**config.mk**
```make
export PLATFORM = sky130hd
export DESIGN_NAME = power_seq_top
export DESIGN_NICKNAME = d
export VERILOG_FILES = /design/src/verilog/power_seq_pkg.sv /design/src/verilog/pg_input_sync.sv /design/src/verilog/power_seq_top.sv /design/src/verilog/rail_stage.sv /design/src/verilog/seq_status_collect.sv /design/src/verilog/seq_wb_regs.sv
export SDC_FILE = /design/constraint.sdc
export NUM_CORES = 1
export LEC_CHECK = 0
export ABC_AREA = 1
export BUFFER_PORTS_ARGS = -buffer_cell sky130_fd_sc_hd__buf_2
export CAP_MARGIN = 20
export CORE_MARGIN = 8
export CORE_UTILIZATION = 55
export CTS_CLUSTER_SIZE = 14
export DETAILED_ROUTE_END_ITERATION = 16
export PLACE_DENSITY = 0.72
export SYNTH_ARGS = -nofsm -noshare
export SYNTH_HDL_FRONTEND = slang
export SYNTH_SLANG_ARGS = --single-unit
export TNS_END_PERCENT = 10
```
**constraint.sdc**
```tcl
create_clock -name clk_in -period 2.36 [get_ports clk_in]
set_clock_uncertainty 0.05 [all_clocks]
set_input_delay 0.472 -clock clk_in [delete_from_list [all_inputs] [get_ports clk_in]]
set_output_delay 0.472 -clock clk_in [all_outputs]
set_load 0.005 [all_outputs]
```
**src/verilog/power_seq_pkg.sv**
```systemverilog
//********************************************************************
// Shared widths, delays, register map and bus types of the sequencer
// Delays count clk_in cycles and are kept short for simulation
// Rail index 0 is enabled first and shut down last
//********************************************************************
package power_seq_pkg;

	localparam int RAIL_COUNT = 15;

	typedef logic [RAIL_COUNT-1:0] rail_vec_t;

	// Second CPU rails 3, 6, 8, 10, 12 and 14
	localparam rail_vec_t CPUB_RAIL_MASK = 15'h5548;

	localparam int SETTLE_CYCLES = 16;
	localparam int PG_TIMEOUT_CYCLES = 64;
	localparam int CNT_W = $clog2(PG_TIMEOUT_CYCLES + 1);

	typedef logic [CNT_W-1:0] cnt_t;

	localparam int DATA_W = 8;
	localparam int ADDR_W = 5;

	localparam logic [ADDR_W-1:0] REG_VERSION = 5'h00;
	localparam logic [ADDR_W-1:0] REG_CLEAR_ERR = 5'h03;
	localparam logic [ADDR_W-1:0] REG_STATUS = 5'h07;
	localparam logic [ADDR_W-1:0] REG_EN_LO = 5'h08;
	localparam logic [ADDR_W-1:0] REG_EN_HI = 5'h09;
	localparam logic [ADDR_W-1:0] REG_PG_LO = 5'h0A;
	localparam logic [ADDR_W-1:0] REG_PG_HI = 5'h0B;
	localparam logic [ADDR_W-1:0] REG_VENDOR_0 = 5'h0C;
	localparam logic [ADDR_W-1:0] REG_VENDOR_1 = 5'h0D;
	localparam logic [ADDR_W-1:0] REG_VENDOR_2 = 5'h0E;
	localparam logic [ADDR_W-1:0] REG_VENDOR_3 = 5'h0F;
	localparam logic [ADDR_W-1:0] REG_FAIL_LO = 5'h18;
	localparam logic [ADDR_W-1:0] REG_FAIL_HI = 5'h19;

	localparam logic [DATA_W-1:0] FPGA_VERSION = 8'h06;
	// Byte 0 sits at REG_VENDOR_0
	localparam logic [3:0][DATA_W-1:0] VENDOR_ID = {8'h20, 8'h53, 8'h43, 8'h52};

	typedef struct packed {
		logic cyc;
		logic stb;
		logic we;
		logic [ADDR_W-1:0] adr;
		logic [DATA_W-1:0] dat;
	} wb_req_t;

	typedef struct packed {
		logic ack;
		logic [DATA_W-1:0] dat;
	} wb_rsp_t;

	typedef struct packed {
		logic en;
		logic done;
		logic wait_err;
		logic op_err;
	} rail_stat_t;

	typedef struct packed {
		logic [1:0] reserved;
		logic cpub_present;
		logic wait_err;
		logic operation_err;
		logic err_found;
		logic sysen;
		logic sysgood;
	} seq_status_t;

endpackage

```
**src/verilog/pg_input_sync.sv**
```systemverilog
//********************************************************************
// Two-flop synchronizers for rail power-good and system enable
// cpub_present_n is a static strap and is used without synchronizing
// Absent second-CPU rails report power-good as soon as they are enabled
//********************************************************************
`timescale 1ns/1ps

module pg_input_sync (
	input  logic clk_in,
	input  logic reset,
	input  power_seq_pkg::rail_vec_t rail_pg,
	input  logic sysen,
	input  logic cpub_present_n,
	input  power_seq_pkg::rail_vec_t rail_en_raw,
	output power_seq_pkg::rail_vec_t pg_sync,
	output logic sysen_sync
);

	power_seq_pkg::rail_vec_t pg_meta;
	power_seq_pkg::rail_vec_t pg_stable;
	power_seq_pkg::rail_vec_t pg_forced;
	logic sysen_meta;

	always_ff @(posedge clk_in) begin
		if (reset) begin
			pg_meta <= '0;
			pg_stable <= '0;
			sysen_meta <= 1'b0;
			sysen_sync <= 1'b0;
		end else begin
			pg_meta <= rail_pg;
			pg_stable <= pg_meta;
			sysen_meta <= sysen;
			sysen_sync <= sysen_meta;
		end
	end

	// Missing CPU rails look good while requested so the sequence walks past them
	assign pg_forced = power_seq_pkg::CPUB_RAIL_MASK & rail_en_raw &
		{power_seq_pkg::RAIL_COUNT{cpub_present_n}};

	assign pg_sync = pg_stable | pg_forced;

endmodule

```
**src/verilog/power_seq_top.sv**
```systemverilog
//********************************************************************
// Power sequencer for 15 rails with a Wishbone status port
// rail_pg and sysen may be asynchronous to clk_in
// cpub_present_n must be stable while the rails are up
//********************************************************************
`timescale 1ns/1ps

module power_seq_top (
	input  logic clk_in,
	input  logic reset,
	input  logic sysen,
	input  logic cpub_present_n,
	input  power_seq_pkg::rail_vec_t rail_pg,
	output power_seq_pkg::rail_vec_t rail_en,
	output logic sysgood,
	input  power_seq_pkg::wb_req_t wb_req,
	output power_seq_pkg::wb_rsp_t wb_rsp
);

	power_seq_pkg::rail_vec_t pg_sync;
	power_seq_pkg::rail_vec_t rail_en_raw;
	power_seq_pkg::rail_vec_t fail_detail;
	power_seq_pkg::rail_vec_t done_vec;
	power_seq_pkg::rail_vec_t prev_done_vec;
	power_seq_pkg::rail_vec_t next_pg_vec;
	power_seq_pkg::rail_stat_t [power_seq_pkg::RAIL_COUNT-1:0] stats;
	power_seq_pkg::seq_status_t status;
	logic sysen_sync;
	logic err_found;
	logic clear_err;

	pg_input_sync u_sync (
		.clk_in(clk_in),
		.reset(reset),
		.rail_pg(rail_pg),
		.sysen(sysen),
		.cpub_present_n(cpub_present_n),
		.rail_en_raw(rail_en_raw),
		.pg_sync(pg_sync),
		.sysen_sync(sysen_sync)
	);

	// First rail starts from the enable, last rail has nobody to wait for
	assign prev_done_vec = {done_vec[power_seq_pkg::RAIL_COUNT-2:0], sysen_sync};
	assign next_pg_vec = {1'b0, pg_sync[power_seq_pkg::RAIL_COUNT-1:1]};

	for (genvar i = 0; i < power_seq_pkg::RAIL_COUNT; i++) begin : g_rail
		assign done_vec[i] = stats[i].done;

		rail_stage u_stage (
			.clk_in(clk_in),
			.reset(reset),
			.sysen_sync(sysen_sync),
			.prev_done(prev_done_vec[i]),
			.pg(pg_sync[i]),
			.next_pg(next_pg_vec[i]),
			.err_found(err_found),
			.stat(stats[i])
		);
	end

	seq_status_collect u_collect (
		.clk_in(clk_in),
		.reset(reset),
		.stats(stats),
		.pg_sync(pg_sync),
		.sysen_sync(sysen_sync),
		.cpub_present_n(cpub_present_n),
		.clear_err(clear_err),
		.err_found(err_found),
		.rail_en_raw(rail_en_raw),
		.rail_en(rail_en),
		.sysgood(sysgood),
		.status(status),
		.fail_detail(fail_detail)
	);

	seq_wb_regs u_regs (
		.clk_in(clk_in),
		.reset(reset),
		.wb_req(wb_req),
		.wb_rsp(wb_rsp),
		.status(status),
		.rail_en_raw(rail_en_raw),
		.pg_sync(pg_sync),
		.fail_detail(fail_detail),
		.clear_err(clear_err)
	);

endmodule

```
**src/verilog/rail_stage.sv**
```systemverilog
//********************************************************************
// Enable, settle delay and fault checks for a single power rail
// pg must already be synchronized to clk_in
// An error is only reported here; the collector latches it
//********************************************************************
`timescale 1ns/1ps

module rail_stage (
	input  logic clk_in,
	input  logic reset,
	input  logic sysen_sync,
	input  logic prev_done,
	input  logic pg,
	input  logic next_pg,
	input  logic err_found,
	output power_seq_pkg::rail_stat_t stat
);

	logic en;
	logic done;
	logic wait_err;
	logic op_err;
	logic en_req;
	logic settle_last;
	logic wait_last;
	power_seq_pkg::cnt_t settle_cnt;
	power_seq_pkg::cnt_t wait_cnt;

	// On in order, held while the next rail is still up, off at once on error
	assign en_req = ((sysen_sync & prev_done) | next_pg) & ~err_found;

	assign settle_last = (settle_cnt == power_seq_pkg::cnt_t'(power_seq_pkg::SETTLE_CYCLES - 1));
	assign wait_last = (wait_cnt == power_seq_pkg::cnt_t'(power_seq_pkg::PG_TIMEOUT_CYCLES - 1));

	always_ff @(posedge clk_in) begin
		if (reset) begin
			en <= 1'b0;
			done <= 1'b0;
			wait_err <= 1'b0;
			op_err <= 1'b0;
			settle_cnt <= '0;
			wait_cnt <= '0;
		end else begin
			en <= en_req;

			// Settle timer restarts whenever pg goes away before done
			if (!en) begin
				done <= 1'b0;
				settle_cnt <= '0;
			end else if (pg && !done) begin
				if (settle_last) begin
					done <= 1'b1;
					settle_cnt <= '0;
				end else begin
					settle_cnt <= settle_cnt + 1'b1;
				end
			end else if (!pg) begin
				settle_cnt <= '0;
			end

			// Watchdog on a rail that never reports good
			if (en && !pg && !done) begin
				if (wait_last) begin
					wait_err <= 1'b1;
				end else begin
					wait_cnt <= wait_cnt + 1'b1;
				end
			end else begin
				wait_cnt <= '0;
				wait_err <= 1'b0;
			end

			// Dropout of a finished rail that is still requested
			op_err <= en & done & ~pg;
		end
	end

	assign stat.en = en;
	assign stat.done = done;
	assign stat.wait_err = wait_err;
	assign stat.op_err = op_err;

endmodule

```
**src/verilog/seq_status_collect.sv**
```systemverilog
//********************************************************************
// Gathers the rail stages into error latches, pin enables and sysgood
// Errors stay latched until clear_err, even after the rails are off
// Second-CPU pins are held low while cpub_present_n is high
//********************************************************************
`timescale 1ns/1ps

module seq_status_collect (
	input  logic clk_in,
	input  logic reset,
	input  power_seq_pkg::rail_stat_t [power_seq_pkg::RAIL_COUNT-1:0] stats,
	input  power_seq_pkg::rail_vec_t pg_sync,
	input  logic sysen_sync,
	input  logic cpub_present_n,
	input  logic clear_err,
	output logic err_found,
	output power_seq_pkg::rail_vec_t rail_en_raw,
	output power_seq_pkg::rail_vec_t rail_en,
	output logic sysgood,
	output power_seq_pkg::seq_status_t status,
	output power_seq_pkg::rail_vec_t fail_detail
);

	logic wait_err;
	logic operation_err;
	logic err_found_q;
	logic any_wait_err;
	logic any_op_err;
	power_seq_pkg::rail_vec_t cpub_off;

	always_comb begin
		rail_en_raw = '0;
		any_wait_err = 1'b0;
		any_op_err = 1'b0;
		for (int i = 0; i < power_seq_pkg::RAIL_COUNT; i++) begin
			rail_en_raw[i] = stats[i].en;
			any_wait_err = any_wait_err | stats[i].wait_err;
			any_op_err = any_op_err | stats[i].op_err;
		end
	end

	assign cpub_off = power_seq_pkg::CPUB_RAIL_MASK &
		{power_seq_pkg::RAIL_COUNT{cpub_present_n}};

	always_ff @(posedge clk_in) begin
		if (reset) begin
			wait_err <= 1'b0;
			operation_err <= 1'b0;
			err_found <= 1'b0;
			err_found_q <= 1'b0;
			fail_detail <= '0;
			rail_en <= '0;
			sysgood <= 1'b0;
		end else begin
			err_found_q <= err_found;
			if (clear_err) begin
				wait_err <= 1'b0;
				operation_err <= 1'b0;
				err_found <= 1'b0;
				fail_detail <= '0;
			end else begin
				wait_err <= wait_err | any_wait_err;
				operation_err <= operation_err | any_op_err;
				err_found <= err_found | any_wait_err | any_op_err;
				// Enables have not dropped yet, so the failing rail is the odd one out
				if (err_found && !err_found_q) begin
					fail_detail <= rail_en_raw ^ pg_sync;
				end
			end

			// Pins go low one cycle after an error, ahead of the stage enables
			rail_en <= rail_en_raw & ~cpub_off & {power_seq_pkg::RAIL_COUNT{~err_found}};
			sysgood <= stats[power_seq_pkg::RAIL_COUNT-1].done;
		end
	end

	assign status.reserved = 2'b00;
	assign status.cpub_present = ~cpub_present_n;
	assign status.wait_err = wait_err;
	assign status.operation_err = operation_err;
	assign status.err_found = err_found;
	assign status.sysen = sysen_sync;
	assign status.sysgood = sysgood;

endmodule

```
**src/verilog/seq_wb_regs.sv**
```systemverilog
//********************************************************************
// Wishbone classic slave for the status and identity registers
// Every access is acked one cycle after it is sampled, for one cycle
// Only a write to REG_CLEAR_ERR has an effect; other writes are ignored
//********************************************************************
`timescale 1ns/1ps

module seq_wb_regs (
	input  logic clk_in,
	input  logic reset,
	input  power_seq_pkg::wb_req_t wb_req,
	output power_seq_pkg::wb_rsp_t wb_rsp,
	input  power_seq_pkg::seq_status_t status,
	input  power_seq_pkg::rail_vec_t rail_en_raw,
	input  power_seq_pkg::rail_vec_t pg_sync,
	input  power_seq_pkg::rail_vec_t fail_detail,
	output logic clear_err
);

	localparam int PAD_W = 2 * power_seq_pkg::DATA_W - power_seq_pkg::RAIL_COUNT;

	logic ack;
	logic access;
	logic [power_seq_pkg::DATA_W-1:0] rd_data;
	logic [power_seq_pkg::DATA_W-1:0] rd_mux;
	logic [2*power_seq_pkg::DATA_W-1:0] en_word;
	logic [2*power_seq_pkg::DATA_W-1:0] pg_word;
	logic [2*power_seq_pkg::DATA_W-1:0] fail_word;

	// A held strobe during the ack cycle is the same transfer, not a new one
	assign access = wb_req.cyc & wb_req.stb & ~ack;

	// Rail vectors split over a low and a high byte
	assign en_word = {{PAD_W{1'b0}}, rail_en_raw};
	assign pg_word = {{PAD_W{1'b0}}, pg_sync};
	assign fail_word = {{PAD_W{1'b0}}, fail_detail};

	always_comb begin
		case (wb_req.adr)
			power_seq_pkg::REG_VERSION: rd_mux = power_seq_pkg::FPGA_VERSION;
			power_seq_pkg::REG_CLEAR_ERR: rd_mux = '1;
			power_seq_pkg::REG_STATUS: rd_mux = status;
			power_seq_pkg::REG_EN_LO: rd_mux = en_word[power_seq_pkg::DATA_W-1:0];
			power_seq_pkg::REG_EN_HI: rd_mux = en_word[2*power_seq_pkg::DATA_W-1:power_seq_pkg::DATA_W];
			power_seq_pkg::REG_PG_LO: rd_mux = pg_word[power_seq_pkg::DATA_W-1:0];
			power_seq_pkg::REG_PG_HI: rd_mux = pg_word[2*power_seq_pkg::DATA_W-1:power_seq_pkg::DATA_W];
			power_seq_pkg::REG_VENDOR_0: rd_mux = power_seq_pkg::VENDOR_ID[0];
			power_seq_pkg::REG_VENDOR_1: rd_mux = power_seq_pkg::VENDOR_ID[1];
			power_seq_pkg::REG_VENDOR_2: rd_mux = power_seq_pkg::VENDOR_ID[2];
			power_seq_pkg::REG_VENDOR_3: rd_mux = power_seq_pkg::VENDOR_ID[3];
			power_seq_pkg::REG_FAIL_LO: rd_mux = fail_word[power_seq_pkg::DATA_W-1:0];
			power_seq_pkg::REG_FAIL_HI:
				rd_mux = fail_word[2*power_seq_pkg::DATA_W-1:power_seq_pkg::DATA_W];
			default: rd_mux = '0;
		endcase
	end

	always_ff @(posedge clk_in) begin
		if (reset) begin
			ack <= 1'b0;
			clear_err <= 1'b0;
		end else begin
			ack <= access;
			// Clear pulse lines up with the ack of the write
			clear_err <= access & wb_req.we & (wb_req.adr == power_seq_pkg::REG_CLEAR_ERR);
		end
	end

	// Read data is sampled with the request and held through ack
	always_ff @(posedge clk_in) begin
		if (access) begin
			rd_data <= rd_mux;
		end
	end

	assign wb_rsp.ack = ack;
	assign wb_rsp.dat = rd_data;

endmodule
```
==> impl_metrics.json <==
{
  "cts_resized": 0,
  "tritoncts": "yes",
  "wl_per_cell_um": 13.1,
  "min_period_ps": 1700,
  "ys_warn_count": 0,
  "clock_path_buffers": 3,
  "synth.top_cell.area_share_pct": 44.2,
  "ys_types": 34,
  "hp-class": "input port to flop",
  "wirelength_um": 34100,
  "synth_area_per_cell_sq_um": 7.23,
  "drive_above_1_share_pct": 6.36,
  "ir_drop_mv": 0.589,
  "post_cts_buffers": 0,
  "antenna_left": 0,
  "grt.overflow.total": 0,
  "vias": 13354,
  "p_leak_nw": 7.03,
  "synthCells": 2121,
  "cts_buffers": 37,
  "cts.sinks": 347,
  "worst_setup_path_end_kind": "flop",
  "grt_first_pass_wirelength_um": 57900,
  "nets": 2285,
  "grt.total_usage_pct": 20.4,
  "drc": 0,
  "rows": 61,
  "gp_congestion": 0.917,
  "crit_path_max_fanout": 6,
  "fin_area_sq_um": 17300,
  "antenna_found_initial": 2,
  "utilization_pct": 62.5,
  "grt_setup_unrepaired": "false",
  "avgViaCountPerCell": 5.12,
  "yosys_register_bits": 347,
  "netlist_top_cells_area": "dfxtp_1 44%, nand2_1 11%, inv_1 8.4%, nor2_1 7.4%, o21ai_0 4.5%",
  "maxSlewViolCount": 0,
  "dp_slack_ps": 439,
  "yosysTopAreaCell": "dfxtp_1",
  "place_area_sq_um": 16100,
  "clockRootBuffer": "clkbuf_16",
  "grt_pass1_vias": 12510,
  "synth_area_sq_um": 15300,
  "slew_headroom_pct": 56.1,
  "hpwl_um": 24900,
  "synth.yosys.seq_area_share_pct": 45.8,
  "crit_arrival_ps": 2050,
  "grt_max_degree": 38,
  "power_density_nw_per_um2": 692,
  "cts_hold_buffers": 0,
  "fp.dieW_um": 183,
  "drt_iter0_drc": 789,
  "worst_slew_pin_slew_ps": 656,
  "fin_setup_tns_ps": 0,
  "portBuffers": 51,
  "syn_nets": 2201,
  "totalPowerFinal_mw": 11.9,
  "cap_violations": 0,
  "firstDrtPassIters": 5,
  "hold_slack_ps": 99.2,
  "period_share_pct": 71.8,
  "htreeDepth": 2,
  "run_status": "finished, final reports clean",
  "coreArea_sq_um": 27600,
  "dp_cells": 2544,
  "crit_required_ps": 2710,
  "final_cells": 2610,
  "fin_ws_ps": 664,
  "dieArea_sq_um": 33500,
  "finalSetupViolCount": 0,
  "finalHoldViolations": 0,
  "startpoint_type": "flop",
  "clk_latency_ps": 530,
  "worstSetupPathType": "flop to flop",
  "max_freq_mhz": 590,
  "start_util_pct": 55.5,
  "area_growth_pct": 12.6,
  "die_h_um": 183,
  "ios": 60,
  "path_clk_slew_ps": 60
}
==> routing by layer <==
| metal | track usage (%) | up-vias | part of all wire (%) |
|---|---|---|---|
| met2 | 34.8 | 276 | 46 |
| li1 | - | 6974 | - |
| met3 | 3.32 | 60 | 5.0 |
| met5 | 0 | - | 0.047 |
| met4 | 5.95 | 2 | 2.1 |
| met1 | 26.1 | 6042 | 46 |
==> Yosys cell counts (all sizes together) <==
master / instances
nand2: 453
inv: 348
dfxtp: 339
nor2: 313
o21ai: 140
a21oi: 137
nand3: 127
ha: 45
nor3: 42
nand4: 38
nand3b: 31
a31oi: 24
xnor2: 16
buf: 14
xor2: 14
o22ai: 12
a211oi: 8
edfxtp: 8
clkbuf: 4
a41oi: 2
o21a: 2
and3: 1
nor3b: 1
o211a: 1
o211ai: 1
==> cells by family after synthesis <==
kind of cell	after synthesis	share of synthesized area, %
xor+xnor	30	1.71
simple gates	1006	28.3
flops	347	45.8
fa+ha+maj	45	3.67
buf+inv	366	9.26
compound gates	327	11.2
==> layout make-up <==
class / count / area (sq um)
Fill cell: 2491 / 10400
Sequential cell: 347 / 7030
Multi-Input combinational cell: 1408 / 6900
Inverter: 348 / 1310
Clock buffer: 60 / 1170
Tap cell: 378 / 473
Timing Repair Buffer: 63 / 370
Clock inverter: 5 / 28.8
Antenna cell: 1 / 2.50
==> critical path, stage by stage, from the launching register on <==
cell,delay (ps)
dfxtp_1,410
ha_1,230
nand2_1,110
nor3_1,390
inv_1,210
nor2_1,130
nor2_1,50
==> placed cells by master (no fill, tap or decap), drive strengths merged <==
cell type / count
clkbuf: 60
a31oi: 24
inv: 349
nand4: 38
a21oi: 137
nand3b: 31
nor3b: 1
ha: 45
xor2: 14
buf: 63
a41oi: 2
diode: 1
nor3: 42
o211a: 1
and3: 1
clkinv: 4
dfxtp: 339
nand2: 453
xnor2: 16
nor2: 313
o21a: 2
o21ai: 140
nand3: 127
a211oi: 8
o211ai: 1
edfxtp: 8
o22ai: 12
==> where the power goes <==
| group | switching [mW] | leakage [nW] | internal, mW | total (mW) |
|---|---|---|---|---|
| Clock | 2.27 | 0.591 | 3.37 | 5.64 |
| Sequential | 0.0365 | 2.82 | 5.93 | 5.97 |
| Combinational | 0.234 | 3.62 | 0.105 | 0.338 |
| Total | 2.54 | 7.03 | 9.41 | 11.9 |
==> registers in the layout, indices dropped and copies added (netlist names), 15 cells and up <==
register and flops:
g_rail.u_stage.op_err 15, g_rail.u_stage.settle_cnt 105, u_collect.rail_en 15, g_rail.u_stage.done 15, u_sync.pg_meta 15, g_rail.u_stage.en 15, u_sync.pg_stable 15, u_collect.fail_detail 15
g_rail.u_stage.wait_cnt 105, g_rail.u_stage.wait_err 15
==> final timing paths <==
kind,startpoint,end,slack [ps],depth (start not counted)
hold reg to reg,u_sync.pg_meta[11],u_sync.pg_stable[11],350,2
setup / recovery,g_rail[5].u_stage.wait_cnt[0],g_rail[5].u_stage.wait_cnt[1],660,6
setup reg to reg,g_rail[5].u_stage.wait_cnt[0],g_rail[5].u_stage.wait_cnt[1],660,6
hold / removal,rail_pg[9],u_sync.pg_meta[9],100,3
Power figures use the tool's default switching activity.
